`config.mk`:
```
export PLATFORM = sky130hd
export DESIGN_NAME = timeout_unit
export DESIGN_NICKNAME = d
export VERILOG_FILES = /design/src/rtl/tmo_pkg.sv /design/src/rtl/expired_queue.sv /design/src/rtl/tick_divider.sv /design/src/rtl/timeout_table.sv /design/src/rtl/timeout_unit.sv
export SDC_FILE = /design/constraint.sdc
export NUM_CORES = 1
export LEC_CHECK = 0
export BUFFER_PORTS_ARGS = -buffer_cell sky130_fd_sc_hd__buf_4
export CAP_MARGIN = 30
export CORE_ASPECT_RATIO = 1.5
export CORE_MARGIN = 2
export CORE_UTILIZATION = 50
export DETAILED_ROUTE_END_ITERATION = 8
export PLACE_DENSITY = 0.62
export RECOVER_POWER = 100
export SETUP_SLACK_MARGIN = 0.4
export SYNTH_ARGS = -nofsm -noshare
export SYNTH_HDL_FRONTEND = slang
export SYNTH_HIERARCHICAL = 1
export SYNTH_SLANG_ARGS = --single-unit
```
`constraint.sdc`:
```
create_clock -name clk_i -period 32 [get_ports clk_i]
set_clock_uncertainty 0.2 [all_clocks]
set_input_delay 0 -clock clk_i [delete_from_list [all_inputs] [get_ports clk_i]]
set_output_delay 0 -clock clk_i [all_outputs]
set_load 0.01 [all_outputs]
```
`src/rtl/tmo_pkg.sv`:
```
// shared definitions of the task timeout unit
// widths and sizes of the countdown table and the expired queue
// task id, queue entry and countdown value types
// countdown table entry, command struct and table FSM states
`default_nettype none

package tmo_pkg;

	// ========================================
	// sizes and widths
	// ========================================
	localparam int NUM_TASKS   = 32;
	localparam int TID_W       = 5;
	// wider than a task id so that the empty marker cannot be an id
	localparam int QID_W       = 8;
	localparam int QUEUE_DEPTH = 64;
	localparam int QADR_W      = 6;
	// the count runs from 0 to QUEUE_DEPTH inclusive
	localparam int QCNT_W      = 7;
	localparam int TICK_DIV    = 64;
	localparam int TICK_W      = 6;

	// value seen at the queue head while the queue holds nothing
	localparam logic [QID_W-1:0] EMPTY_ID = 8'hFF;

	// ========================================
	// types
	// ========================================
	typedef logic [TID_W-1:0] tid_t;
	typedef logic [QID_W-1:0] qid_t;
	typedef logic [31:0]      tmo_val_t;

	// the inactive flag sits above the count so that a decrement of an active
	// zero count borrows into it and sets it
	typedef struct packed {
		logic     inactive;
		tmo_val_t count;
	} tmo_entry_t;

	// single-cycle command strobes with their operands
	typedef struct packed {
		logic     set;
		logic     qry;
		logic     pop;
		tid_t     tid;
		tmo_val_t val;
	} tmo_cmd_t;

	typedef enum logic [2:0] {INIT, IDLE, SWEEP, SET, QRY, POP} tbl_state_t;

endpackage

`default_nettype wire

```
`src/rtl/expired_queue.sv`:
```
// queue of expired task ids
// tapped shift register, newest entry at position 0
// saturating entry count, oldest entry dropped when a push finds it full
`timescale 1ns/10ps
`default_nettype none

module expired_queue import tmo_pkg::*; (
	input  logic              clk_i,
	input  logic              rst_i,
	input  logic              push_i,
	input  qid_t              id_i,
	input  logic              pop_i,
	output qid_t              head_o,
	output logic [QCNT_W-1:0] count_o
);

	qid_t              q [QUEUE_DEPTH];
	// position of the oldest entry
	logic [QCNT_W-1:0] last;

	assign last   = count_o - 1'b1;
	assign head_o = (count_o == '0) ? EMPTY_ID : q[last[QADR_W-1:0]];

	// shift stage, entries past the tap simply fall off the end
	always_ff @(posedge clk_i) begin
		if (push_i) begin
			q[0] <= id_i;
			for (int i = 1; i < QUEUE_DEPTH; i++) begin
				q[i] <= q[i-1];
			end
		end
	end

	always_ff @(posedge clk_i) begin
		if (rst_i) begin
			count_o <= '0;
		end else begin
			case ({push_i, pop_i})
				2'b10: begin
					// full queue keeps its count, the oldest entry is lost
					if (count_o != QCNT_W'(QUEUE_DEPTH)) begin
						count_o <= count_o + 1'b1;
					end
				end
				2'b01: begin
					if (count_o != '0) begin
						count_o <= count_o - 1'b1;
					end
				end
				2'b11: begin
					// the new id replaces the popped one unless the push also drops one
					if (count_o == QCNT_W'(QUEUE_DEPTH)) begin
						count_o <= count_o - 1'b1;
					end
				end
				default: begin
					count_o <= count_o;
				end
			endcase
		end
	end

endmodule

`default_nettype wire

```
`src/rtl/tick_divider.sv`:
```
// tick divider for the countdown sweeps
// free-running cycle counter and a sweep request held until acknowledged
`timescale 1ns/10ps
`default_nettype none

module tick_divider import tmo_pkg::*; (
	input  logic clk_i,
	input  logic rst_i,
	input  logic sweep_ack_i,
	output logic sweep_req_o
);

	logic [TICK_W-1:0] cnt;
	logic              wrap;

	// last cycle of each tick period
	assign wrap = (cnt == TICK_W'(TICK_DIV - 1));

	always_ff @(posedge clk_i) begin
		if (rst_i) begin
			cnt         <= '0;
			sweep_req_o <= 1'b0;
		end else begin
			cnt <= wrap ? '0 : cnt + 1'b1;
			// a new tick wins over an acknowledge in the same cycle, and a tick
			// that arrives while a request is still pending merges with it
			if (wrap) begin
				sweep_req_o <= 1'b1;
			end else if (sweep_ack_i) begin
				sweep_req_o <= 1'b0;
			end
		end
	end

endmodule

`default_nettype wire

```
`src/rtl/timeout_table.sv`:
```
// countdown table of the task timeout unit
// one countdown entry per task id, cleared to inactive after reset
// command FSM for set, query, pop and the periodic decrement sweep
// expired ids are handed to the queue as one-cycle push pulses
`timescale 1ns/10ps
`default_nettype none

module timeout_table import tmo_pkg::*; (
	input  logic       clk_i,
	input  logic       rst_i,
	input  tmo_cmd_t   cmd_i,
	input  logic       sweep_req_i,
	output logic       sweep_ack_o,
	output logic       done_o,
	output tmo_entry_t entry_o,
	output logic       push_o,
	output qid_t       push_id_o,
	output logic       pop_o
);

	// ========================================
	// storage and state
	// ========================================
	tmo_entry_t tbl [NUM_TASKS];
	tbl_state_t state;

	// table index, used as the init and sweep counter and as the command target
	tid_t       ndx;
	tmo_val_t   set_val;

	// entry under the index, read combinationally
	tmo_entry_t cur;
	logic       tbl_we;
	tmo_entry_t tbl_wd;
	logic       expire;

	assign cur = tbl[ndx];

	// an active entry that is already zero runs out on this sweep step
	assign expire = (state == SWEEP) && !cur.inactive && (cur.count == '0);

	// the queue only needs to see that a pop command is executing
	assign pop_o = (state == POP);

	// ========================================
	// table write port
	// ========================================
	always_comb begin
		tbl_we = 1'b0;
		tbl_wd = cur;
		case (state)
			INIT: begin
				tbl_we = 1'b1;
				tbl_wd = '{inactive: 1'b1, count: '0};
			end
			SWEEP: begin
				// inactive entries are left alone
				tbl_we = !cur.inactive;
				// decrement the whole 33-bit entry, so zero wraps to all ones
				// and the borrow sets the inactive flag
				tbl_wd = tmo_entry_t'(cur - 1'b1);
			end
			SET: begin
				tbl_we = 1'b1;
				tbl_wd = '{inactive: 1'b0, count: set_val};
			end
			default: begin
				tbl_we = 1'b0;
			end
		endcase
	end

	always_ff @(posedge clk_i) begin
		if (tbl_we) begin
			tbl[ndx] <= tbl_wd;
		end
	end

	// ========================================
	// result and operand registers
	// ========================================
	always_ff @(posedge clk_i) begin
		// query result is loaded on the edge where done_o rises
		if (state == QRY) begin
			entry_o <= cur;
		end
		// id of the entry looked at this cycle, paired with push_o next cycle
		push_id_o <= {{(QID_W - TID_W){1'b0}}, ndx};
		// the set value is held since the command strobe lasts one cycle
		if ((state == IDLE) && cmd_i.set) begin
			set_val <= cmd_i.val;
		end
	end

	// ========================================
	// command FSM
	// ========================================
	always_ff @(posedge clk_i) begin
		if (rst_i) begin
			state       <= INIT;
			ndx         <= '0;
			done_o      <= 1'b0;
			sweep_ack_o <= 1'b0;
			push_o      <= 1'b0;
		end else begin
			sweep_ack_o <= 1'b0;
			push_o      <= expire;
			case (state)
				INIT: begin
					// one entry per cycle, then the unit becomes idle
					ndx <= ndx + 1'b1;
					if (ndx == tid_t'(NUM_TASKS - 1)) begin
						done_o <= 1'b1;
						state  <= IDLE;
					end
				end
				IDLE: begin
					// commands come first, a pending sweep waits for one of them
					if (cmd_i.set) begin
						ndx    <= cmd_i.tid;
						done_o <= 1'b0;
						state  <= SET;
					end else if (cmd_i.qry) begin
						ndx    <= cmd_i.tid;
						done_o <= 1'b0;
						state  <= QRY;
					end else if (cmd_i.pop) begin
						done_o <= 1'b0;
						state  <= POP;
					end else if (sweep_req_i) begin
						ndx         <= '0;
						done_o      <= 1'b0;
						sweep_ack_o <= 1'b1;
						state       <= SWEEP;
					end
				end
				SWEEP: begin
					// ascending ids, ndx wraps back to 0 after the last one
					ndx <= ndx + 1'b1;
					if (ndx == tid_t'(NUM_TASKS - 1)) begin
						done_o <= 1'b1;
						state  <= IDLE;
					end
				end
				SET, QRY, POP: begin
					// single-cycle commands, the work happens in this state
					done_o <= 1'b1;
					state  <= IDLE;
				end
				default: begin
					done_o <= 1'b1;
					state  <= IDLE;
				end
			endcase
		end
	end

endmodule

`default_nettype wire

```
`src/rtl/timeout_unit.sv`:
```
// top level of the task timeout unit
// tick divider, countdown table and expired queue
`timescale 1ns/10ps
`default_nettype none

module timeout_unit import tmo_pkg::*; (
	input  logic              clk_i,
	input  logic              rst_i,
	input  tmo_cmd_t          cmd_i,
	output logic              done_o,
	output tmo_entry_t        entry_o,
	output qid_t              head_o,
	output logic [QCNT_W-1:0] queue_count_o
);

	// sweep handshake between divider and table
	logic sweep_req;
	logic sweep_ack;

	// table to queue
	logic push;
	qid_t push_id;
	logic pop;

	tick_divider u_tick_divider (
		.clk_i       (clk_i),
		.rst_i       (rst_i),
		.sweep_ack_i (sweep_ack),
		.sweep_req_o (sweep_req)
	);

	timeout_table u_timeout_table (
		.clk_i       (clk_i),
		.rst_i       (rst_i),
		.cmd_i       (cmd_i),
		.sweep_req_i (sweep_req),
		.sweep_ack_o (sweep_ack),
		.done_o      (done_o),
		.entry_o     (entry_o),
		.push_o      (push),
		.push_id_o   (push_id),
		.pop_o       (pop)
	);

	// head and count go straight to the top-level outputs
	expired_queue u_expired_queue (
		.clk_i   (clk_i),
		.rst_i   (rst_i),
		.push_i  (push),
		.id_i    (push_id),
		.pop_i   (pop),
		.head_o  (head_o),
		.count_o (queue_count_o)
	);

endmodule

`default_nettype wire

```
==> results of run 1 <==
-- worst max-delay path by stage --
stage | start | endpoint | slack (ns) | depth (start not counted)
2_1_floorplan | u_timeout_table/push_o | u_expired_queue/count_o[5] | 18.64 | 5
3_3_place_gp | register | u_timeout_table/tbl[12][29] | 24.90 | 10
3_5_place_dp | register | u_timeout_table/tbl[24][29] | 24.77 | 10
4_1_cts | register | u_timeout_table/tbl[5][29] | 24.78 | 10
5_1_grt | register | u_timeout_table/tbl[29][28] | 12.37 | 11
6_report | register | u_timeout_table/tbl[8][28] | 14.52 | 11
-- report_power, final --
part / leakage [nW] / switching [mW] / internal, mW
Clock: 2.53 / 0.804 / 1.10
Combinational: 5.19 / 0.190 / 0.124
Sequential: 14.6 / 0.0119 / 2.41
Total: 22.4 / 1.01 / 3.63
-- stage by stage --
step	hold WS, ns	instances
floorplan	-0.131	3172
global placement	-0.0195	4912
detailed placement	-0.0205	4934
CTS	0.0171	5298
global route	0.0807	5305
finish	0.0752	5306
-- area by class of cell --
type                       count  share of cell area
sequential                  1668               0.674
multi-input combinational   1296               0.197
clock inverter                92              0.0143
timing repair buffer         297              0.0265
tap                         1722              0.0292
antenna                        1           0.0000339
clock buffer                 189              0.0568
inverter                      41             0.00208
-- flip-flops by register name, indices dropped and copies added, names as in the netlist, named ones only --
signal and cells:
u_timeout_table/ndx 5, u_timeout_table/tbl 1056, u_timeout_table/sweep_ack_o 1, u_expired_queue/count_o 7, u_timeout_table/entry_o 33, u_timeout_table/push_id_o 5, u_expired_queue/q 512, u_timeout_table/push_o 1
u_tick_divider/cnt 6, u_tick_divider/sweep_req_o 1, u_timeout_table/set_val 32, u_timeout_table/done_o 1, u_timeout_table/state 3
-- layout by cell type, fill, tap and decap left out, types with 21 or more instances in the layout --
master,Yosys,routed
clkbuf_16,0,162
mux2i_1,84,85
edfxtp_1,1633,1633
dfxtp_1,35,34
clkinv_2,0,21
nor2_1,101,90
clkinv_1,2,24
a22oi_1,43,43
nand2_1,188,189
dlygate4sd3_1,0,83
mux4_2,394,394
o22ai_1,26,26
inv_1,38,37
nand3_1,75,75
nand4_1,23,24
clkbuf_4,0,27
buf_4,24,43
a21oi_1,33,34
clkbuf_1,62,164
o21ai_0,57,58
-- critical path, delay by kind of cell, from the launching register on --
family,cells,cell delay [ns]
and+or+nand+nor,3,1.77
buffers and inverters,3,10.69
DFF,1,1.78
AOI/OAI and AO/OA,2,0.36
muxes,3,1.98
-- what timing repair did --
action,in CTS,in global routing
hold buffers,83,0
hold endpoints to repair,94,0
resized for setup,0,0
endpoints found under the setup margin,0,0
-- kinds of logic after synthesis --
kind of cell	Yosys count
AOI/OAI and AO/OA	278
xor gates and xnor gates	11
adders and majority gates	9
buffers and inverters	208
DFF	1668
muxes	485
other	1
and+or+nand+nor	510
-- layer usage --
metal	vias to the layer above	wire, um
met4	6	6380
met1	17600	61800
met3	380	12400
li1	13700	-
met5	-	33
met2	1568	82300
==> flow_metrics.tcl, run 1 <==
set metrics [dict create \
    outcome "finished, violations left" \
    violations "max-capacitance violations, max-slew violations" \
    vdd_drop_max_uv 82.7 \
    r2r_setup_slack_ns 14.52 \
    nets 3508 \
    seq_area_frac_synth 0.762 \
    power_mw 4.64 \
    startpoint_type "register" \
    remaining_drc_errors 0 \
    setup-violations-final 0 \
    grt_max_degree 213 \
    ant_nets 0 \
    synth-async-reset-ratio 0 \
    wl_per_cell_um 30.7 \
    synth_fa_ha_area_frac 0.00172 \
    ios 91 \
    vias_per_cell 6.28 \
    grt_use_total 0.244 \
    regArea_um2 49700 \
    worstMarginPinSlew_ns 11.01 \
    setup_slack_ns 14.52 \
    io_buffers 90 \
    slew_headroom -6.34 \
    fin_area_um2 73800 \
    crit_path_top_delay_cell "clkbuf_1" \
    setup_tns_ns 0 \
    synthXorXnorAreaFrac 0.00199 \
    postLayoutCoreUtil 0.569 \
    cp_max_fo 82 \
    grt_use_met3 0.0482 \
    synth-simple-area-share 0.0379 \
    cts_buffers 153 \
    rsz0062_at_grt "false" \
    synthMuxAreaShare 0.150 \
    yosys_warnings 6 \
    syn-cell-area_um2 65300 \
    area_delta_synth_final_pct 13.0 \
    critical_path_class "reg -> reg" \
    clk_pin_slew_worst_paths_ns 0.06 \
    cts_sinks 1668 \
    synth_top_area_frac 0.751 \
    reg2reg_to "u_timeout_table/tbl[8][28]" \
    p_per_area_nw_per_um2 62.8 \
    die-width_um 299 \
    gp_congestion 0.851 \
    drt_pass1_iterations 8 \
    crit_chain "clkbuf_1, clkbuf_1, mux4_2, mux4_2, mux2i_1, nand2_1, or3_1, nor4_1, a22oi_1, o2bb2ai_1, clkbuf_1" \
    reg2reg_depth 11 \
    ys_top_cells_by_count "edfxtp_1 (1633), mux4_2 (394), nand2_1 (188), nor2_1 (101), mux2i_1 (84)" \
    clock_path_buffers 3 \
    synth_compound_area_frac 0.0294 \
    worstPathRequired_ns 32.20 \
    synthTopCellsByArea "edfxtp_1 (75%), mux4_2 (14%), mux2i_1 (1.3%)" \
    avgSynthCellArea_um2 20.6 \
    synth_edf_count 1633 \
    end_kind "register" \
    finalMaxSlewViolations 2167 \
    cp_slowest_stage_delay_ns 5.17 \
    cts_tree "yes" \
    place_hpwl_um 91000 \
    vias 33300 \
    synthDistinctLibCells 93 \
    p_leak_nw 22.4 \
    overflow 0 \
    whs_path_depth 6 \
    antenna_found_initial 4 \
    drt_iter0_markers 3771 \
    drive_gt1_frac 0.211 \
    multi_input_area_um2 14600 \
    rows 162 \
    postCtsSetupRepairBufs 0 \
    postSynthCellCount 3170 \
    synthFlopType "edfxtp_1" \
    dieHeight_um 447 \
    synth-seq-cells 1668 \
    cts_root_buf "clkbuf_16" \
    worst_path_most_repeated_cell "clkbuf_1" \
    clock_latency_ns 0.80 \
    critPathArrivalTime_ns 17.68 \
    grt_util_met2 0.413 \
    grt_util_met1 0.314 \
    grt_pass1_vias 33900 \
    yosysTopAreaCell "edfxtp_1" \
    ctsHtreeMaxLevel 4 \
    post-synth-top-count-cell "edfxtp_1" \
    hold_path.class "in -> reg" \
    synth_top_family_by_area "multiplexers" \
    fillers 9639 \
    top_usage_layer "met2" \
    dp_slack_ns 24.77 \
    period_share 0.546 \
    hold_start "cmd_i[35]" \
    dpl_cell_area_um2 68700 \
    max_freq_ghz 0.0572 \
    coreArea_um2 130000 \
    initial_utilization 0.503 \
    cap_viol_max_count 71 \
    hold_viol_final 0 \
    grt_pass1_wl_um 234000 \
    min_period_ns 17.48 \
    die_area_um2 134000 \
    wirelength_um 163000 \
]
Power figures use the tool's default switching activity.
==> inputs of run 2 (changes only) <==
- clock period: 32 -> 17.4 ns (I/O delays scaled with it)
==> run 2 against run 1 <==
Effect of this change:
- the run still ends with max-capacitance violations, max-slew violations left
- non-clock buffer count is 2 higher
- die area stayed put
- largest cell class unchanged
- register-to-register slack worse by 8.2 ns
- sequential power is 84% higher
- via count is 0.98% higher
- routed wire length is 1.0% higher
- cell count hardly changed
- global-route usage is 0.37 points higher
- core utilization is 0.14 points lower
==> flow_metrics.tcl, run 2 (synthesis gave the netlist of run 1 again) <==
set metrics [dict create \
    outcome "finished, violations left" \
    violations "max-capacitance violations, max-slew violations" \
    wl_per_cell_um 31.0 \
    hold_path.class "in -> reg" \
    area_delta_synth_final_pct 12.7 \
    slew_headroom -1.82 \
    cts_root_buf "clkbuf_16" \
    layout_common_cells "edfxtp_1 (1633), mux4_2 (394), nand2_1 (188)" \
    dieHeight_um 447 \
    critical_path_class "reg -> reg" \
    antenna_found_initial 2 \
    worstMarginPinSlew_ns 4.23 \
    io_buffers 90 \
    die-width_um 299 \
    clock_path_buffers 3 \
    gp_congestion 0.870 \
    reg2reg_depth 11 \
    clk_pin_slew_worst_paths_ns 0.06 \
    p_per_area_nw_per_um2 115 \
    p_leak_nw 22.3 \
    max_freq_ghz 0.0899 \
    grt_max_degree 213 \
    die_area_um2 134000 \
    hold_start "cmd_i[36]" \
    coreArea_um2 130000 \
    critPathArrivalTime_ns 11.30 \
    ant_nets 0 \
    grt_pass1_vias 34300 \
    setup-violations-final 0 \
    largest_register_ffs 1056 \
    drt_pass1_iterations 6 \
    fin_area_um2 73600 \
    numPlacedInstances 4938 \
    grt_pass1_wl_um 237000 \
    final_cells 5310 \
    vias 33700 \
    whs_path_depth 4 \
    cts_tree "yes" \
    startpoint_type "register" \
    worstPathRequired_ns 17.57 \
    top_register "u_timeout_table/tbl" \
    ctsHtreeMaxLevel 4 \
    cap_viol_max_count 68 \
    rows 162 \
    end_kind "register" \
    initial_utilization 0.503 \
    rsz0062_at_grt "false" \
    hold_viol_final 0 \
    vdd_drop_max_uv 127 \
    finalMaxSlewViolations 1796 \
    power_mw 8.43 \
    fillers 9673 \
    reg2reg_to "u_timeout_table/tbl[8][30]" \
    place_hpwl_um 93000 \
    nets 3512 \
    drt_iter0_markers 4323 \
    hold_end "u_timeout_table/ndx[4]" \
    vias_per_cell 6.34 \
    cp_max_fo 35 \
    cts_buffers 155 \
    grt_use_total 0.248 \
    min_period_ns 11.13 \
    dpl_cell_area_um2 68800 \
    ios 91 \
    r2r_setup_slack_ns 6.27 \
    drive_gt1_frac 0.206 \
    final_common_cell "edfxtp_1" \
    cts_sinks 1668 \
    setup_tns_ns 0 \
    clock_latency_ns 0.80 \
    overflow 0 \
    period_share 0.640 \
    cts_resized 0 \
    remaining_drc_errors 0 \
    wirelength_um 165000 \
    top_regs "u_timeout_table/tbl (1056), u_expired_queue/q (512), u_timeout_table/entry_o (33)" \
    postCtsSetupRepairBufs 0 \
]
## run 2: changes by cell type in the layout (fill, tap and decap cells not counted), sizes merged
cell and change:
bufinv -4, clkinvlp -10, clkinv +12, inv -4, clkbuf +10
## run 2: critical path, stage by stage, from the launching register on
cell,delay [ns]
dfxtp_1,1.65
clkbuf_1,2.23
clkbuf_1,1.98
mux4_2,0.69
mux4_2,0.48
mux2i_1,0.34
ha_1,0.23
and2_0,0.46
nand4_1,0.41
nor4_1,1.02
a311oi_1,0.23
a221o_1,0.67
## run 2: routing by layer
metal / GRT usage / vias up / wire (um)
li1: - / 13700 / -
met1: 0.325 / 17900 / 62900
met2: 0.419 / 1598 / 83100
met3: 0.0385 / 425 / 12000
met4: 0.0975 / 4 / 6560
met5: 0 / - / 27
## run 2: how the worst max path moves through the flow
| stage | to | cells past startpoint |
|---|---|---|
| after CTS | u_timeout_table/tbl[22][30] | 12 |
| after global routing | u_timeout_table/tbl[22][30] | 11 |
| after detailed placement | u_timeout_table/tbl[27][30] | 12 |
| after floorplan | u_expired_queue/count_o[5] | 5 |
| final | u_timeout_table/tbl[8][30] | 11 |
| after global placement | u_timeout_table/tbl[12][29] | 12 |
## run 2: where the power goes
| part | switching, mW | leakage, nW | internal [mW] |
|---|---|---|---|
| logic | 0.354 | 5.18 | 0.221 |
| clock network | 1.46 | 2.48 | 1.95 |
| registers | 0.0235 | 14.6 | 4.43 |
| total | 1.83 | 22.3 | 6.60 |
## run 2: layout make-up
type / count / area (um^2) / area share
Antenna cell: 1 / 2.50 / 0.0000340
Timing Repair Buffer: 299 / 1980 / 0.0269
Tap cell: 1722 / 2150 / 0.0293
Clock buffer: 197 / 4200 / 0.0571
Multi-Input combinational cell: 1296 / 14500 / 0.197
Sequential cell: 1668 / 49700 / 0.676
Inverter: 41 / 154 / 0.00209
Clock inverter: 86 / 863 / 0.0117
## run 2: per-stage QoR
step	util	hold WS (ns)	setup WS, ns
after CTS	0.575	0.00452	10.57
final	0.568	0.0572	6.27
after detailed placement	0.530	-0.0204	10.57
after global placement	0.527	-0.0207	10.63
after floorplan	-	-0.131	4.04
after global routing	0.568	0.0730	5.20
## run 2: repair_timing
action                                 in CTS  in global routing
hold buffers                               83                  0
endpoints found under the hold margin      94                  0
setup endpoints to repair                   0                  0
